===== src/design/pkg_tpu.sv =====
//////////////////////////////
// Shared types for the execution stage
// Command, token and write-back structs,
// opcode encodings and queue sizes
//////////////////////////////

package pkg_tpu;

	//////////////////////////////
	// Basic words
	//////////////////////////////

	typedef logic [31:0] data_t;       // Operand and result word
	typedef logic [5:0]  issue_no_t;   // Issue number, wraps at 64
	typedef logic [4:0]  dst_t;        // Destination register index

	typedef logic [1:0]  op_type_t;
	typedef logic [1:0]  op_class_t;

	// Operation field of a command
	typedef struct packed {
		op_type_t  op_type;    // Selects the unit
		op_class_t op_class;   // Operation within the unit
	} op_t;

	//////////////////////////////
	// Opcode encodings
	//////////////////////////////

	localparam op_type_t OP_ARITH = 2'd0;   // Multiply-add unit
	localparam op_type_t OP_SHIFT = 2'd2;   // Shift unit
	// op_type 1 and 3 are not executed here

	// Arithmetic classes
	localparam op_class_t CLS_ADD  = 2'd0;
	localparam op_class_t CLS_SUB  = 2'd1;
	localparam op_class_t CLS_MUL  = 2'd2;
	localparam op_class_t CLS_MADD = 2'd3;   // src1 * src2 + src3

	// Shift classes, amount from src2[4:0]
	localparam op_class_t CLS_SHL = 2'd0;
	localparam op_class_t CLS_SHR = 2'd1;
	localparam op_class_t CLS_SRA = 2'd2;
	localparam op_class_t CLS_ROL = 2'd3;

	//////////////////////////////
	// Command and write-back
	//////////////////////////////

	// 15 bits, travels through a unit as its token
	typedef struct packed {
		op_t       op;
		issue_no_t issue_no;   // Tag, used for oldest-first selection
		dst_t      dst;
	} cmd_t;

	// 47 bits, one result handed back to the lane
	typedef struct packed {
		cmd_t  token;
		data_t data;
	} wb_t;

	// Sizes
	localparam int MA_DEPTH  = 4;   // Multiply-add latency in cycles
	localparam int WBQ_DEPTH = 8;   // Entries per write-back queue, power of two
	localparam int WBQ_AW    = $clog2(WBQ_DEPTH);

endpackage


===== src/design/ma_unit.sv =====
`timescale 1ns/1ps
//////////////////////////////
// Multiply-add unit
// Four-stage pipeline for add, sub, mul and madd
//////////////////////////////

module ma_unit #(
	parameter type TYPE = pkg_tpu::cmd_t
) (
	input  logic           clock,
	input  logic           rst,
	input  logic           en,
	input  pkg_tpu::data_t a,
	input  pkg_tpu::data_t b,
	input  pkg_tpu::data_t c,
	input  logic [1:0]     cls,
	input  TYPE            token,
	output logic           valid,
	output pkg_tpu::data_t data,
	output TYPE            token_out
);
	import pkg_tpu::*;

	// Registered operands of stage 1
	typedef struct packed {
		data_t     a;
		data_t     b;
		data_t     c;
		op_class_t cls;
	} ma_ops_t;

	logic    v1, v2, v3;
	ma_ops_t s1;
	TYPE     tok1, tok2, tok3;

	// Stage 2, partial products and addend
	data_t       pl2;         // a * b[15:0], low word
	logic [15:0] ph2;         // a[15:0] * b[31:16], low half
	data_t       a2;
	data_t       add2;
	logic        byp2;
	logic        sub2;

	// Stage 3, operands of the final adder
	data_t x3;
	data_t y3;
	logic  sub3;

	//////////////////////////////
	// Valid chain
	//////////////////////////////

	always_ff @(posedge clock) begin
		if (rst) begin
			v1    <= 1'b0;
			v2    <= 1'b0;
			v3    <= 1'b0;
			valid <= 1'b0;
		end else begin
			v1    <= en;
			v2    <= v1;
			v3    <= v2;
			valid <= v3;
		end
	end

	//////////////////////////////
	// Datapath
	//////////////////////////////

	always_ff @(posedge clock) begin
		// Stage 1
		s1   <= '{a: a, b: b, c: c, cls: cls};
		tok1 <= token;

		// Stage 2, split multiply
		pl2  <= s1.a * {16'h0000, s1.b[15:0]};
		ph2  <= s1.a[15:0] * s1.b[31:16];
		a2   <= s1.a;
		byp2 <= (s1.cls == CLS_ADD) || (s1.cls == CLS_SUB);   // No product needed
		sub2 <= (s1.cls == CLS_SUB);
		case (s1.cls)
			CLS_MUL:  add2 <= '0;
			CLS_MADD: add2 <= s1.c;
			default:  add2 <= s1.b;
		endcase
		tok2 <= tok1;

		// Stage 3, combine partials or bypass
		x3   <= byp2 ? a2 : pl2 + {ph2, 16'h0000};
		y3   <= add2;
		sub3 <= sub2;
		tok3 <= tok2;

		// Stage 4
		data      <= sub3 ? x3 - y3 : x3 + y3;
		token_out <= tok3;
	end

	// Fixed latency, nothing inside the pipe may stall
	a_latency: assert property (@(posedge clock) disable iff (rst)
		$past(!rst, MA_DEPTH) |-> (valid == $past(en, MA_DEPTH)));

endmodule


===== src/design/srl_unit.sv =====
`timescale 1ns/1ps
//////////////////////////////
// Shift unit
// One-stage barrel shift and rotate
//////////////////////////////

module srl_unit #(
	parameter type TYPE = pkg_tpu::cmd_t
) (
	input  logic           clock,
	input  logic           rst,
	input  logic           en,
	input  pkg_tpu::data_t a,
	input  pkg_tpu::data_t b,
	input  logic [1:0]     cls,
	input  TYPE            token,
	output logic           valid,
	output pkg_tpu::data_t data,
	output TYPE            token_out
);
	import pkg_tpu::*;

	logic [4:0] sh;
	logic       right;     // SHR and SRA run on the reversed word
	logic       rotate;
	logic       fill_one;  // Sign fill for SRA
	data_t      x;
	data_t      fill;
	data_t      res;

	function automatic data_t bit_rev(input data_t v);
		data_t r;
		for (int k = 0; k < 32; k++) begin
			r[k] = v[31 - k];
		end
		return r;
	endfunction

	assign sh       = b[4:0];
	assign right    = (cls == CLS_SHR) || (cls == CLS_SRA);
	assign rotate   = (cls == CLS_ROL);
	assign fill_one = (cls == CLS_SRA) && a[31];

	//////////////////////////////
	// Left barrel, five levels
	//////////////////////////////

	always_comb begin
		x    = right ? bit_rev(a) : a;
		fill = '0;
		for (int i = 0; i < 5; i++) begin
			if (sh[i]) begin
				if (rotate)
					fill = x >> (32 - (1 << i));   // Bits wrapping around
				else if (fill_one)
					fill = ~(32'hffff_ffff << (1 << i));
				else
					fill = '0;
				x = (x << (1 << i)) | fill;
			end
		end
		res = right ? bit_rev(x) : x;
	end

	always_ff @(posedge clock) begin
		if (rst)
			valid <= 1'b0;
		else
			valid <= en;
	end

	// Result and token, no reset
	always_ff @(posedge clock) begin
		data      <= res;
		token_out <= token;
	end

endmodule


===== src/design/wb_arbiter.sv =====
`timescale 1ns/1ps
//////////////////////////////
// Write-back arbiter
// Per-unit result queues, oldest head first
//////////////////////////////

module wb_arbiter #(
	parameter type TYPE = pkg_tpu::wb_t
) (
	input  logic               clock,
	input  logic               rst,
	input  pkg_tpu::issue_no_t issue_no,
	input  logic               ma_valid,
	input  logic               srl_valid,
	input  TYPE                ma_res,
	input  TYPE                srl_res,
	output logic               done,
	output TYPE                wb
);
	import pkg_tpu::*;

	// Index 0 is the multiply-add queue, 1 the shift queue
	logic [1:0] push;
	logic [1:0] pop;
	logic [1:0] empty;
	logic [1:0] full;
	TYPE        in_res [2];
	TYPE        head   [2];
	issue_no_t  age    [2];   // Cycles of issue since the head was tagged
	logic       pick_srl;

	assign push      = {srl_valid, ma_valid};
	assign in_res[0] = ma_res;
	assign in_res[1] = srl_res;

	//////////////////////////////
	// Result queues
	//////////////////////////////

	for (genvar q = 0; q < 2; q++) begin : g_queue
		TYPE               mem [WBQ_DEPTH];
		logic [WBQ_AW-1:0] wr_ptr;
		logic [WBQ_AW-1:0] rd_ptr;
		logic [WBQ_AW:0]   count;

		assign empty[q] = (count == '0);
		assign full[q]  = (count == (WBQ_AW + 1)'(WBQ_DEPTH));
		assign head[q]  = mem[rd_ptr];
		assign age[q]   = issue_no - head[q].token.issue_no;

		always_ff @(posedge clock) begin
			if (push[q])
				mem[wr_ptr] <= in_res[q];
		end

		// Pointers wrap on their own, depth is a power of two
		always_ff @(posedge clock) begin
			if (rst) begin
				wr_ptr <= '0;
				rd_ptr <= '0;
				count  <= '0;
			end else begin
				if (push[q])
					wr_ptr <= wr_ptr + 1'b1;
				if (pop[q])
					rd_ptr <= rd_ptr + 1'b1;
				count <= count + (WBQ_AW + 1)'(push[q]) - (WBQ_AW + 1)'(pop[q]);
			end
		end

		a_no_overflow: assert property (@(posedge clock) disable iff (rst)
			push[q] |-> !full[q]);
	end

	//////////////////////////////
	// Oldest-first selection
	//////////////////////////////

	assign pick_srl = !empty[1] && (empty[0] || (age[1] > age[0]));
	assign pop[0]   = !empty[0] && !pick_srl;
	assign pop[1]   = pick_srl;

	always_ff @(posedge clock) begin
		if (rst)
			done <= 1'b0;
		else
			done <= |pop;
	end

	always_ff @(posedge clock) begin
		wb <= pick_srl ? head[1] : head[0];   // Only meaningful with done
	end

	a_done_src: assert property (@(posedge clock) disable iff (rst)
		done |-> $past(!(&empty)));

endmodule


===== src/design/alu.sv =====
`timescale 1ns/1ps
//////////////////////////////
// Execution stage top level
// Decode, two units, write-back arbiter
//////////////////////////////

module alu (
	input  logic               clock,
	input  logic               rst,
	input  pkg_tpu::issue_no_t issue_no,   // Current issue counter
	input  logic               req,
	input  logic               stall,      // Blocks new commands only
	input  pkg_tpu::cmd_t      command,
	input  pkg_tpu::data_t     src1,
	input  pkg_tpu::data_t     src2,
	input  pkg_tpu::data_t     src3,
	output logic               done,
	output pkg_tpu::wb_t       wb
);
	import pkg_tpu::*;

	logic  accept;
	logic  en_ma, en_srl;

	logic  ma_valid, srl_valid;
	data_t ma_data, srl_data;
	cmd_t  ma_tok, srl_tok;
	wb_t   ma_res, srl_res;

	// Unit steering, other op_type values are dropped
	assign accept = req & ~stall;
	assign en_ma  = accept & (command.op.op_type == OP_ARITH);
	assign en_srl = accept & (command.op.op_type == OP_SHIFT);

	ma_unit #(.TYPE(cmd_t)) u_ma (
		.clock     (clock),
		.rst       (rst),
		.en        (en_ma),
		.a         (src1),
		.b         (src2),
		.c         (src3),
		.cls       (command.op.op_class),
		.token     (command),
		.valid     (ma_valid),
		.data      (ma_data),
		.token_out (ma_tok)
	);

	srl_unit #(.TYPE(cmd_t)) u_srl (
		.clock     (clock),
		.rst       (rst),
		.en        (en_srl),
		.a         (src1),
		.b         (src2),
		.cls       (command.op.op_class),
		.token     (command),
		.valid     (srl_valid),
		.data      (srl_data),
		.token_out (srl_tok)
	);

	assign ma_res  = '{token: ma_tok, data: ma_data};
	assign srl_res = '{token: srl_tok, data: srl_data};

	wb_arbiter #(.TYPE(wb_t)) u_arb (
		.clock     (clock),
		.rst       (rst),
		.issue_no  (issue_no),
		.ma_valid  (ma_valid),
		.srl_valid (srl_valid),
		.ma_res    (ma_res),
		.srl_res   (srl_res),
		.done      (done),
		.wb        (wb)
	);

endmodule


===== config.mk =====
export PLATFORM = sky130hd
export DESIGN_NAME = alu
export DESIGN_NICKNAME = d
export VERILOG_FILES = /design/src/design/pkg_tpu.sv /design/src/design/ma_unit.sv /design/src/design/srl_unit.sv /design/src/design/wb_arbiter.sv /design/src/design/alu.sv
export SDC_FILE = /design/constraint.sdc
export NUM_CORES = 2
export LEC_CHECK = 0
export BUFFER_PORTS_ARGS = -buffer_cell sky130_fd_sc_hd__buf_2
export CAP_MARGIN = 20
export CELL_PAD_IN_SITES_DETAIL_PLACEMENT = 1
export CELL_PAD_IN_SITES_GLOBAL_PLACEMENT = 2
export CORE_ASPECT_RATIO = 1.5
export CORE_UTILIZATION = 47
export CTS_BUF_LIST = sky130_fd_sc_hd__clkbuf_8
export DETAILED_ROUTE_END_ITERATION = 12
export PLACE_DENSITY_LB_ADDON = 0.1
export SYNTH_ARGS = -nofsm -noshare
export SYNTH_HDL_FRONTEND = slang
export SYNTH_SLANG_ARGS = --single-unit

===== constraint.sdc =====
create_clock -name clock -period 7.7 [get_ports clock]
set_input_delay 1.155 -clock clock [delete_from_list [all_inputs] [get_ports clock]]
set_output_delay 1.155 -clock clock [all_outputs]
set_load 0.01 [all_outputs]

==> impl_metrics.yaml <==
floorplan:
  start_util: 0.475
  pin_count: 169
  num_rows: 161
  die_h_um: 443
  core_um2: 129000
  die_area_um2: 131000
  die_width_um: 296
cts:
  clkLatencyLatePin_ps: 920
  cts_max_path_buffers: 3
  cts_sinks: 1230
  cts_hold_buf: 0
  clkTransAtPathRegs_ps: 60
  htree_levels: 4
  cts_tree: "done"
  ctsResizeCount: 0
  cts_made_buffers: 178
  clockRootBuffer: "clkbuf_8"
  cts_setup_buffers: 0
pwr:
  power_leakage_nw: 26.6
  powerDensity_nw_per_um2: 413
  ir_worst_vdd_mv: 0.503
  power_w: 0.0280
critical_path:
  endpoint_kind: "register"
  crit_type: "register to register"
  slowest_delay_ps: 940
  critPathRequiredTime_ps: 8490
  critical_path_arrival_ps: 7420
  worst_setup_path_start_kind: "register"
  cp_cell_sequence: "nand2_1 -> fa_1 -> inv_1 -> fa_1 -> inv_1 -> fa_1 -> inv_1 -> fa_1 -> fa_1 -> inv_1 -> fa_1 -> inv_1 -> ha_1 -> o21ai_0 -> a2111oi_0 -> o21a_1 -> o31a_1 -> o41ai_4 -> o2111ai_1 -> a21oi_1 -> xnor2_1"
  crit_fanout: 17
  cp_slowest_cell: "dfxtp_1"
  worst_path_most_repeated_cell: "fa_1"
drt:
  wl_met3_um: 5670
  post_drt_wl_per_cell_um: 25.8
  antenna_left: 0
  via_per_inst: 5.39
  drt-total-wl_um: 170000
  vias: 35631
  wl_met2_um: 93900
  drc_errors: 0
  top_layer: "met5"
  drtPass1Iterations: 5
  drt_iter0_drc: 1838
  met1_length_um: 63000
layout:
  multi_input_area_um2: 26200
  reg_top3: "u_arb.g_queue.mem: 752 flops, u_ma.s1: 96 flops, u_arb.wb: 47 flops"
  regArea_um2: 32200
  finalNonFillerCells: 6606
  largest_reg_flops: 752
  nFillCells: 12981
  top_register: "u_arb.g_queue.mem"
  drive_gt1_frac: 0.172
  areaGrowthSynthToFinish_pct: 11.1
  fin_nets: 5423
yosys:
  synth_top_family_by_area: "adder cells"
  synth_fa_ha_area_frac: 0.167
  synth_compound_area_frac: 0.0468
  synth_top_area_frac: 0.370
  syn_area_um2: 61000
  yosysWarnings: 0
  synth_xor_xnor_area_share: 0.0270
  synthTopCellsByCount: "752 x edfxtp_1, 525 x inv_1, 478 x dfxtp_1, 422 x nand2_1, 390 x fa_1"
  yosys.area_share.simple: 0.0702
  async_flop_share: 0
  synth-seq-cells: 1230
  syn_inst: 4492
  yosysSeqAreaShare: 0.527
  synth.distinct_cells: 79
  syn_area_per_cell_um2: 13.6
  synth_mux_area_frac: 0.115
  synth.most_common_cell: "edfxtp_1"
  synth_ff_type: "edfxtp_1"
  synth_edf_count: 752
  synth.net_count: 5196
  synth_area_leaders: "edfxtp_1 37%, dfxtp_1 16%, fa_1 13%"
  synth_area_leader_cell: "edfxtp_1"
sta:
  clock.fmax_mhz: 151
  hold_ws_ps: 310
  slew_violations: 0
  rsz0062_at_grt: "false"
  period_share: 0.860
  relSlewSlack: 0.0905
  fin_skew_ps: 54.6
  worstMarginPinSlew_ps: 1330
  layout_min_cycle_time_ps: 6620
  setup_viol: 0
  fin_setup_tns_ps: 0
  setup_slack_ps: 1080
  hold_viol: 0
placement:
  portBuffers: 168
  dp_slack_ps: 807
  routabilityCongestion: 0.828
  post-place-cells: 6249
  place_hpwl_um: 121000
run:
  max-cap-violations: 0
grt:
  grt_pass1_wl_um: 252000
  grt_overflow: 0
  gr-usage-all-layers: 0.266
  grt_pass1_vias: 39829
  grt_start_max_net_pins: 54
  antenna_found_initial: 19
worst_hold_path:
  hold_class: "register to register"
run_status:
  outcome: "finished, final reports clean"
## kinds of logic (layout without fill, tap and decap cells)
logic type      count (synthesis)  in the layout
compound gates                441            441
xor+xnor                      188            188
fa+ha+maj                     583            583
buf+inv                       740           1120
flops                        1230           1230
mux                           416            416
other cells                     0             23
simple gates                  894            894
## worst paths after layout
check / from / endpoint / slack (ps) / depth (start not counted)
max: u_ma.s1[42] / u_ma.pl2[31] / 1080 / 21
min: u_ma.tok2[14] / u_ma.tok3[14] / 310 / 0
max reg2reg: u_ma.s1[42] / u_ma.pl2[31] / 1080 / 21
min reg2reg: u_ma.tok2[14] / u_ma.tok3[14] / 310 / 0
## area by class of cell
type,count,area share
multi-input combinational,2522,0.386
clock buffer,216,0.0438
clock inverter,117,0.0106
timing repair buffer,259,0.0231
antenna,23,0.000849
sequential,1230,0.474
inverter,528,0.0292
tap,1711,0.0316
## critical path, delay by kind of cell, from the launching register on
family          cells  cell delay [ps]
xor+xnor            1              120
fa+ha+maj           7             3320
flops               1              940
simple gates        1              180
buf+inv             5              250
compound gates      7             1680
## per-layer routing
layer	GRT usage	vias up
met4	0.126	12
li1	-	15954
met3	0.0355	291
met5	0	-
met1	0.293	18641
met2	0.497	733
## placed cells by master (no fill, tap or decap), types with 12 or more instances in the layout
cell type,synthesis,final
nor2b_1,64,64
nor2_1,98,86
ha_1,193,192
nor3_1,30,26
nand2_1,422,422
o21ai_0,43,43
a22o_1,32,32
nor2_4,0,12
nand3_1,19,19
buf_2,22,168
a211oi_1,56,56
o21bai_1,14,13
clkinv_1,1,13
o21ai_1,25,25
fa_1,390,390
clkinv_2,0,24
mux4_2,223,223
a21oi_1,156,156
and2_1,203,203
buf_4,1,88
a21o_1,30,30
mux2i_1,132,132
edfxtp_1,752,752
xor2_1,48,48
dfxtp_1,478,472
nand2b_1,17,17
mux2_2,56,56
o21a_1,17,17
diode_2,0,23
inv_1,525,582
clkbuf_8,0,216
xnor2_1,140,140
## metrics by stage
stage / instance area (um2) / utilization
global placement: 64000 / 0.498
floorplan: 61000 / -
detailed placement: 64000 / 0.498
CTS: 67700 / 0.527
global route: 67800 / 0.528
finish: 67800 / 0.528
## where the power goes
group | internal (W) | switching [W]
clock network | 0.00272 | 0.00259
logic | 0.00607 | 0.00789
registers | 0.00802 | 0.000750
total | 0.0168 | 0.0112
(Power assumes the default switching activity.)
